[config.mk]
export PLATFORM = sky130hd
export DESIGN_NAME = systolic_array
export DESIGN_NICKNAME = d
export VERILOG_FILES = /design/src/logic/mm_data_pkg.sv /design/src/logic/systolic_array.sv
export VERILOG_INCLUDE_DIRS = /design/src /design/src/include
export SDC_FILE = /design/constraint.sdc
export NUM_CORES = 1
export LEC_CHECK = 0
export BUFFER_PORTS_ARGS = -buffer_cell sky130_fd_sc_hd__buf_4
export CAP_MARGIN = 20
export CORE_MARGIN = 5
export CORE_UTILIZATION = 30
export CTS_CLUSTER_SIZE = 8
export DETAILED_ROUTE_END_ITERATION = 16
export PLACE_DENSITY = 0.54
export SLEW_MARGIN = 20
export SYNTH_ARGS = -nofsm -noshare
export SYNTH_HDL_FRONTEND = slang
export SYNTH_SLANG_ARGS = --single-unit
[constraint.sdc]
create_clock -name clk -period 9.8 [get_ports clk]
set_input_delay 1.96 -clock clk [delete_from_list [all_inputs] [get_ports clk]]
set_output_delay 1.96 -clock clk [all_outputs]
set_load 0.01 [all_outputs]
[src/include/mm_cfg.svh]
`ifndef MM_CFG_SVH
`define MM_CFG_SVH

// array size and element width
`define MM_N 4
`define MM_DWIDTH 8

// row memories
`define MM_AWIDTH 7
`define MM_MEM_WORDS 128

// deepest lane delay in the operand skew
`define MM_SKEW_MAX (`MM_N - 1)

// start to capture: N read cycles, one RAM cycle, the skew and the grid hops
// to cell (N-1,N-1), plus the accumulate edge
`define MM_RUN_CYCLES (3 * `MM_N)

// capture, N row writes to C, then done
`define MM_DONE_LATENCY (`MM_RUN_CYCLES + `MM_N + 1)

// request register plus registered RAM read
`define MM_READ_LATENCY 2

`endif

[src/logic/mm_data_pkg.sv]
`include "mm_cfg.svh"

package mm_data_pkg;

  //////////////////////////////
  // matrix data
  //////////////////////////////

  // one unsigned element, arithmetic wraps at this width
  typedef logic [`MM_DWIDTH-1:0] elem_t;

  // one memory word or one lane vector, lane 0 in the low bits
  typedef elem_t [`MM_N-1:0] row_t;

  // all accumulators, row i holds C[i][*]
  typedef row_t [`MM_N-1:0] tile_t;

endpackage

[src/logic/systolic_array.sv]
`timescale 1ns/1ps
`include "mm_cfg.svh"

module systolic_array
  import mm_data_pkg::*;
(
  input  logic  clk,
  input  logic  reset,
  input  logic  clear,
  input  row_t  a_lanes,
  input  row_t  b_lanes,
  output tile_t acc
);

  // a moves right, b moves down, one register per hop
  elem_t a_q   [`MM_N][`MM_N-1];
  elem_t b_q   [`MM_N-1][`MM_N];
  elem_t acc_q [`MM_N][`MM_N];

  //////////////////////////////
  // multiply-accumulate grid
  //////////////////////////////

  for (genvar i = 0; i < `MM_N; i++) begin : g_row
    for (genvar j = 0; j < `MM_N; j++) begin : g_col
      elem_t a_in;
      elem_t b_in;
      elem_t prod;

      // left column takes lane i of A
      if (j == 0) begin : g_a_edge
        assign a_in = a_lanes[i];
      end else begin : g_a_link
        assign a_in = a_q[i][j-1];
      end

      // top row takes lane j of B
      if (i == 0) begin : g_b_edge
        assign b_in = b_lanes[j];
      end else begin : g_b_link
        assign b_in = b_q[i-1][j];
      end

      // product kept to the element width, wraps mod 256
      assign prod = a_in * b_in;

      always_ff @(posedge clk) begin
        if (reset || clear) begin
          acc_q[i][j] <= '0;
        end else begin
          acc_q[i][j] <= acc_q[i][j] + prod;
        end
      end

      // no pass register past the last column
      if (j < `MM_N - 1) begin : g_pass_a
        always_ff @(posedge clk) begin
          if (reset || clear) begin
            a_q[i][j] <= '0;
          end else begin
            a_q[i][j] <= a_in;
          end
        end
      end

      // or below the last row
      if (i < `MM_N - 1) begin : g_pass_b
        always_ff @(posedge clk) begin
          if (reset || clear) begin
            b_q[i][j] <= '0;
          end else begin
            b_q[i][j] <= b_in;
          end
        end
      end
    end
  end

  // pack the accumulators into the tile
  always_comb begin
    for (int r = 0; r < `MM_N; r++) begin
      for (int c = 0; c < `MM_N; c++) begin
        acc[r][c] = acc_q[r][c];
      end
    end
  end

endmodule
==> out/qor.csv, run 1 <==
metric;value;unit
horizontal extent of the die;302;um
total global routing track utilization;0.146;
worst path required time;10.23;ns
final sum of negative setup slack;0;ns
post-CTS setup buffer count;0;
clock sink count;320;
delay contributed by the slowest stage of the critical path;0.50;ns
launching element type of the critical path;input port;
number of distinct library cells after synthesis;21;
Crit path arrival time;5.26;ns
peak supply drop;0.131;mV
detailed-route wire length per cell;15.7;um
first-pass GRT wire length;104000;um
maximum buffer depth of the clock tree;3;
areal power density over the cells;114;nW/um^2
initial antenna violation count;9;
final max-slew violation count;0;
H-tree levels;2;
drt via density;4.12;
largest fanout on the critical path;9;
IO Port Bufs;194;
clock period minus final worst setup slack;4.83;ns
predominant post-synthesis flop cell;dfxtp_1;
status;finished, final reports clean;
hold violation total from the final report;0;
Post-Synthesis Net Count;3365;
max_slew headroom;0.370;
fin nets;3568;
yosys synthesis warning count;0;
clock skew after layout;0.0246;ns
routability congestion estimate from global placement;0.818;
async set-reset flop share out of synthesis;0;
cell area after technology mapping;25500;um^2
RSZ-0062 raised after global routing;no;
WS Path Type;input port to flop;
number of setup violations in the final report;0;
later-pin clock latency in the skew report;0.58;ns
pin count of the biggest net entering global routing;94;
dominant cell type by area after synthesis;dfxtp_1;
overall die area;90900;um^2
DR iter-0 viols;562;
Worst Hold Class;flop to flop;
antenna violation net count after detailed routing;0;
leftover overflow at the end of global routing;0;
transition time of the tightest slew-check pin;0.946;ns
post-route cell area;29600;um^2
count of TritonRoute iterations in the first routing pass;4;
Tcrit/Tclk final;0.493;
Detail Placement HPWL;52300;um
cell area after placement;28200;um^2
Starting Density;0.301;
capturing element type of the critical path;flop;
commonest cells after routing, fill and taps aside;563 x inv_1, 458 x and2_1, 366 x nand2_1, 320 x dfxtp_1, 288 x fa_1;
number of flip-flops and latches in the synthesized netlist;320;
row cnt;107;
maximum clock frequency;0.207;GHz
mean post-synth cell area;9.31;um^2
Core Area;84700;um^2
total vias in the final route;16900;
Layout area overhead;16.1;%
most frequent standard cell in the layout excluding fill and tap cells;inv_1;
# hold bufs at CTS;0;
number of instances in the synthesized netlist;2738;
Die Y-Extent;302;um
CTS tree;done;
number of clock buffers inserted by TritonCTS;48;
fraction of layout instances using a drive strength above 1;0.0984;
count of flip-flops with a built-in enable after synthesis;0;
total length of routed wires;64400;um
sequential cell area fraction in the yosys report;0.251;
clk root buf;clkbuf_16;
Filler cells;8771;
remaining design rule violation count;0;
Leak;14.6;nW
IO Count;195;
area fraction of the dominant cell type after synthesis;0.251;
cell with the largest stage delay on the worst path;fa_1;
Area contributors post-synth;dfxtp_1 25%, fa_1 23%, ha_1 13%;
CTS-repair resized insts;0;
count of maximum capacitance violations;0;
clock transition time at the flip-flop clock pins of the worst setup and hold paths;0.05;ns
cell breakdown of the critical path;buf_4 > and2_1 > fa_1 > inv_1 > fa_1 > inv_1 > ha_1 > inv_1 > fa_1 > inv_1 > fa_1 > a21o_1 > a21oi_1 > xnor2_1 > xnor2_1 > nor2_1;
vias in the first global route;18400;
## cell families after synthesis
logic type,count (synthesis),synth area share
xor+xnor,286,0.103
buf+inv,608,0.0909
flops,320,0.251
fa+ha+maj,560,0.360
compound gates,68,0.0166
simple gates,896,0.179
## cell type report
type / count / area, um^2 / share of cell area
diodes: 4 / 10.0 / 0.000338
clock buffers: 65 / 1370 / 0.0461
clock inverters: 2 / 17.5 / 0.000592
inverters: 563 / 2110 / 0.0714
multi-input cells: 1810 / 16800 / 0.567
flip-flops and latches: 320 / 6410 / 0.216
well taps: 1144 / 1430 / 0.0483
repair buffers: 198 / 1490 / 0.0502
## metal layers
metal  wire, um  vias up  GRT usage
met5         46        -          0
met4       1240        8     0.0312
met3       3660       82     0.0348
met2      30800      261      0.249
met1      28700     8160      0.189
li1           -     8426          -
## sequential cells by signal (all words and copies together) (netlist names)
| register | flops |
|---|---|
| b_q | 96 |
| acc_q | 128 |
| a_q | 96 |
## final timing paths
kind / endpoint / cells after the start / start / slack (ns)
worst max-delay path: acc_q[0][7] / 16 / b_lanes[24] / 4.97
worst min-delay path: a_q[2][15] / 1 / a_q[2][23] / 0.46
worst max register to register: acc_q[1][23] / 14 / b_q[0][16] / 5.55
worst min register to register: a_q[2][15] / 1 / a_q[2][23] / 0.46
## metrics by stage
stage | instances | power (mW) | setup slack [ns] | hold WS, ns | utilization
finish | 4106 | 3.38 | 4.97 | 0.465 | 0.349
global route | 4102 | 3.57 | 4.78 | 0.485 | 0.349
CTS | 4102 | 3.46 | 4.99 | 0.466 | 0.349
detailed placement | 4035 | 1.86 | 4.34 | 0.456 | 0.333
global placement | 4035 | 1.85 | 4.36 | 0.454 | 0.333
floorplan | 2738 | 1.69 | 4.65 | 0.430 | -
## cell usage after synthesis, drive strengths merged, types with 14 or more instances
master  instances
fa            288
a21oi          34
ha            272
xor2           57
a21o           32
dfxtp         320
xnor2         229
inv           563
nand2         379
buf            14
and2          460
clkbuf         31
nor2           56
## power breakdown
part	total (mW)	internal, mW	leakage (nW)	switching [mW]
Clock	1.56	0.950	0.680	0.612
Combinational	0.432	0.198	11.3	0.235
Sequential	1.38	1.34	2.59	0.0471
Total	3.38	2.48	14.6	0.894
## worst max-delay path: cells and delay by family
kind                       cells  cell delay, ns
adders and majority gates      5            2.12
and+or+nand+nor                2            0.20
buffers and inverters          5            0.34
AOI/OAI and AO/OA              2            0.34
xor gates and xnor gates       2            0.28
No activity file was read; power rests on OpenSTA's default activity.
==> run 2: changes to the inputs <==
PLACE_DENSITY = 0.55   (was 0.54)
clock period = 4.33 ns   (was 9.8 ns; I/O delays follow)
==> run 2 against run 1 <==
Design area is 0.34% higher. Hold slack worse by 0.00083 ns. Non-clock buffer count is 17 higher. Die area stayed put. Sequential power is 130% higher. Clock power grew 120%. Setup slack lost 4.7 ns. Clock skew up 0.0076 ns. Register-to-register slack worse by 5.3 ns. Critical endpoint is now acc_q[1][23]. Largest cell class unchanged. Highest routed layer unchanged.
==> out/qor.csv, run 2 (same netlist as run 1, synthesis figures left out) <==
metric;value;unit
most common cell type on the critical path;fa_1;
cell with the largest stage delay on the worst path;fa_1;
first-pass GRT wire length;105000;um
final core area utilization;0.351;
later-pin clock latency in the skew report;0.59;ns
registers with the most flip-flops;acc_q: 128 flops, a_q: 96 flops, b_q: 96 flops;
antenna violation net count after detailed routing;0;
delay contributed by the slowest stage of the critical path;0.53;ns
total global routing track utilization;0.147;
IO Port Bufs;194;
final max-slew violation count;0;
clk root buf;clkbuf_16;
horizontal extent of the die;302;um
total vias in the final route;17100;
Detail Placement HPWL;53300;um
Worst Hold Class;flop to flop;
Filler cells;8734;
clock period minus final worst setup slack;4.05;ns
row cnt;107;
detailed-route wire length per cell;15.9;um
minimum setup slack after placement;0.0319;ns
areal power density over the cells;257;nW/um^2
Layout area overhead;16.5;%
Power, Total;7.62;mW
Core Area;84700;um^2
routability congestion estimate from global placement;0.847;
Die Y-Extent;302;um
Reg with most FFs;acc_q;
slack of the critical path;0.283;ns
drt via density;4.14;
post-route cell area;29700;um^2
capturing element type of the critical path;flop;
status;finished, final reports clean;
Cell Count Post-Placement;4052;
leftover overflow at the end of global routing;0;
fraction of layout instances using a drive strength above 1;0.103;
H-tree levels;2;
number of clock buffers inserted by TritonCTS;48;
initial antenna violation count;9;
CTS tree;done;
max_slew headroom;0.530;
overall die area;90900;um^2
Leak;14.7;nW
launching element type of the critical path;flop;
hold slack final;0.464;ns
fin nets;3585;
clock transition time at the flip-flop clock pins of the worst setup and hold paths;0.06;ns
Tcrit/Tclk final;0.935;
clock skew after layout;0.0321;ns
# hold bufs at CTS;0;
total length of routed wires;65400;um
clock sink count;320;
RSZ-0062 raised after global routing;no;
hold violation total from the final report;0;
cell area after placement;28400;um^2
peak supply drop;0.287;mV
CTS-repair resized insts;0;
Starting Density;0.301;
max reg flops;128;
worst path required time;4.75;ns
count of maximum capacitance violations;0;
DR iter-0 viols;547;
most frequent standard cell in the layout excluding fill and tap cells;inv_1;
vias in the first global route;18300;
number of setup violations in the final report;0;
count of TritonRoute iterations in the first routing pass;6;
remaining design rule violation count;0;
pin count of the biggest net entering global routing;138;
IO Count;195;
commonest cells after routing, fill and taps aside;563 x inv_1, 458 x and2_1, 366 x nand2_1, 320 x dfxtp_1, 288 x fa_1;
Crit path arrival time;4.47;ns
cell breakdown of the critical path;nand2_1 > fa_1 > inv_1 > fa_1 > ha_1 > inv_1 > fa_1 > inv_1 > fa_1 > a21o_1 > a21oi_1 > xnor2_1 > xnor2_1 > nor2_1;
post-CTS setup buffer count;0;
final sum of negative setup slack;0;ns
maximum buffer depth of the clock tree;3;
non-filler instance count after layout;4121;
WS Path Type;flop to flop;
transition time of the tightest slew-check pin;0.704;ns
largest fanout on the critical path;7;
maximum clock frequency;0.247;GHz
-- run 2: cell types whose count changed in the layout (fill, tap and decap cells not counted) --
cell	before	now
clkbuf_8	8	6
buf_12	0	1
clkinv_8	0	1
inv_6	2	1
clkbuf_1	8	9
clkbuf_16	49	48
diode_2	4	3
clkinv_2	0	1
buf_4	198	214
-- run 2: area by class of cell --
cell class                 instances  area, um^2  area share
inverter                         563        2110      0.0711
clock inverter                     3        30.0     0.00101
timing repair buffer             215        1630      0.0547
clock buffer                      63        1320      0.0443
multi-input combinational       1810       16800       0.565
tap                             1144        1430      0.0482
antenna                            3        7.51    0.000253
sequential                       320        6410       0.216
-- run 2: final timing paths --
path | startpoint | endpoint | slack [ns] | cells after the start
max | b_q[0][17] | acc_q[1][23] | 0.28 | 14
min | a_q[1][15] | a_q[1][7] | 0.46 | 1
max reg2reg | b_q[0][17] | acc_q[1][23] | 0.28 | 14
min reg2reg | a_q[1][15] | a_q[1][7] | 0.46 | 1
-- run 2: routing by layer --
metal,share of wire,global-route usage,vias to the layer above
met4,0.018,0.0331,10
met3,0.046,0.0281,88
li1,-,-,8455
met1,0.45,0.191,8262
met5,0.0011,0,-
met2,0.48,0.255,259
-- run 2: critical path: cells and delay by family (launching register included) --
kind                     cells  cell delay [ns]
buffers and inverters        3             0.17
adder cells (fa/ha/maj)      5             2.23
AO/OA/AOI/OAI                2             0.48
flip-flops                   1             0.49
XOR/XNOR                     2             0.33
AND/OR/NAND/NOR              2             0.18
-- run 2: power breakdown --
group	switching [mW]	internal, mW
Combinational	0.542	0.456
Sequential	0.100	3.02
Clock	1.42	2.08
==> run 3: changes to the inputs <==
BUFFER_PORTS_ARGS = -buffer_cell sky130_fd_sc_hd__clkbuf_2   (was -buffer_cell sky130_fd_sc_hd__buf_4)
PLACE_DENSITY = 0.5   (was 0.55)
==> run 3 against run 2 <==
Count of clock-buffer cells in the layout down 3. Register-to-register slack improved by 0.05 ns. Sequential power is essentially flat. Final cell count up 0.39%. Setup slack better by 0.046 ns. Largest cell class unchanged.
==> out/qor.csv, run 3 (same netlist as run 1, synthesis figures left out) <==
metric;value;unit
CTS tree;done;
overall die area;90900;um^2
post-route cell area;29400;um^2
transition time of the tightest slew-check pin;0.902;ns
Core Area;84700;um^2
largest fanout on the critical path;7;
Detail Placement HPWL;54300;um
portion of total power attributed to combinational logic;0.127;
pin count of the biggest net entering global routing;133;
clk root buf;clkbuf_16;
most frequent standard cell in the layout excluding fill and tap cells;inv_1;
status;finished, final reports clean;
clock network power share;0.462;
maximum clock frequency;0.250;GHz
clock sink count;320;
Starting Density;0.301;
hold slack final;0.461;ns
detailed-route wire length per cell;16.0;um
count of TritonRoute iterations in the first routing pass;4;
IO Port Bufs;194;
Tcrit/Tclk final;0.924;
cell area after placement;28000;um^2
clock period minus final worst setup slack;4.00;ns
# hold bufs at CTS;0;
Leak;14.6;nW
max_slew headroom;0.398;
final sum of negative setup slack;0;ns
H-tree levels;2;
DR iter-0 viols;504;
Switch Pwr;2.04;mW
number of setup violations in the final report;0;
remaining design rule violation count;0;
RSZ-0062 raised after global routing;no;
row cnt;107;
vias in the first global route;18500;
commonest cells after routing, fill and taps aside;563 x inv_1, 458 x and2_1, 366 x nand2_1, 318 x dfxtp_1, 288 x fa_1;
minimum setup slack after placement;0.0215;ns
Pint;5.58;mW
horizontal extent of the die;302;um
peak supply drop;0.318;mV
Sw Share;0.268;
initial antenna violation count;11;
clock transition time at the flip-flop clock pins of the worst setup and hold paths;0.05;ns
later-pin clock latency in the skew report;0.59;ns
max reg flops;128;
registers with the most flip-flops;acc_q: 128 flops, a_q: 96 flops, b_q: 96 flops;
IO Count;195;
clock skew after layout;0.0255;ns
number of clock buffers inserted by TritonCTS;48;
routability congestion estimate from global placement;0.844;
count of maximum capacitance violations;0;
sequential fraction of design power;0.410;
fraction of layout instances using a drive strength above 1;0.107;
WS Path Type;flop to flop;
Reg with most FFs;acc_q;
leftover overflow at the end of global routing;0;
total vias in the final route;17000;
drt via density;4.11;
Die Y-Extent;302;um
Crit path arrival time;4.43;ns
fin nets;3598;
Worst Hold Class;flop to flop;
capturing element type of the critical path;flop;
areal power density over the cells;259;nW/um^2
hold violation total from the final report;0;
first-pass GRT wire length;106000;um
Layout area overhead;15.2;%
total global routing track utilization;0.150;
worst path required time;4.76;ns
total length of routed wires;66000;um
final max-slew violation count;0;
launching element type of the critical path;flop;
antenna violation net count after detailed routing;0;
maximum buffer depth of the clock tree;3;
slack of the critical path;0.329;ns
-- run 3: worst paths after layout --
path,slack [ns],start,to,cells after the start
max reg2reg,0.33,b_q[0][17],acc_q[1][23],14
min reg2reg,0.46,a_q[0][15],a_q[0][7],1
min,0.46,a_q[0][15],a_q[0][7],1
max,0.33,b_q[0][17],acc_q[1][23],14
-- run 3: power by group through the flow --
stage / Combinational [mW] / Sequential (mW) / Clock, mW
global placement: 0.981 / 3.19 / 0
CTS: 0.997 / 3.13 / 3.67
finish: 0.969 / 3.13 / 3.52
floorplan: 0.682 / 3.15 / 0
detailed placement: 0.990 / 3.19 / 0
global route: 1.13 / 3.14 / 3.78
-- run 3: metal layers --
metal | vias to the layer above | GRT usage | wire length, um
met1 | 8206 | 0.192 | 29300
li1 | 8468 | - | -
met2 | 258 | 0.260 | 32000
met3 | 74 | 0.0315 | 3300
met4 | 8 | 0.0331 | 1360
met5 | - | 0 | 55
-- run 3: final cells by class --
| cell class | instances | area [um^2] |
|---|---|---|
| fill | 8922 | 55400 |
| clock buffer | 60 | 1300 |
| clock inverter | 4 | 60.1 |
| antenna | 8 | 20.0 |
| sequential | 320 | 6410 |
| tap | 1144 | 1430 |
| multi-input combinational | 1810 | 16800 |
| timing repair buffer | 228 | 1260 |
| inverter | 563 | 2110 |
-- run 3: worst max-delay path, cell delays in order (launching register included) --
cell     delay, ns
dfxtp_2       0.45
nand2_1       0.11
fa_1          0.51
inv_1         0.05
fa_1          0.45
ha_1          0.30
inv_1         0.05
fa_1          0.53
inv_1         0.07
fa_1          0.45
a21o_1        0.19
a21oi_1       0.30
xnor2_1       0.18
xnor2_1       0.13
nor2_1        0.05
-- run 3: timing repair --
action | 4_1_cts | 5_1_grt
setup endpoints to repair | 0 | 1
gates resized for setup | 0 | 2
buffers inserted | 0 | 0
hold endpoints to repair | 0 | 0
-- run 3: per-stage QoR --
step,power (mW),util,std cells
after floorplan,3.83,-,2738
after global placement,4.17,0.330,4065
final,7.62,0.347,4137
after global routing,8.04,0.346,4129
after detailed placement,4.18,0.330,4065
after CTS,7.80,0.346,4129
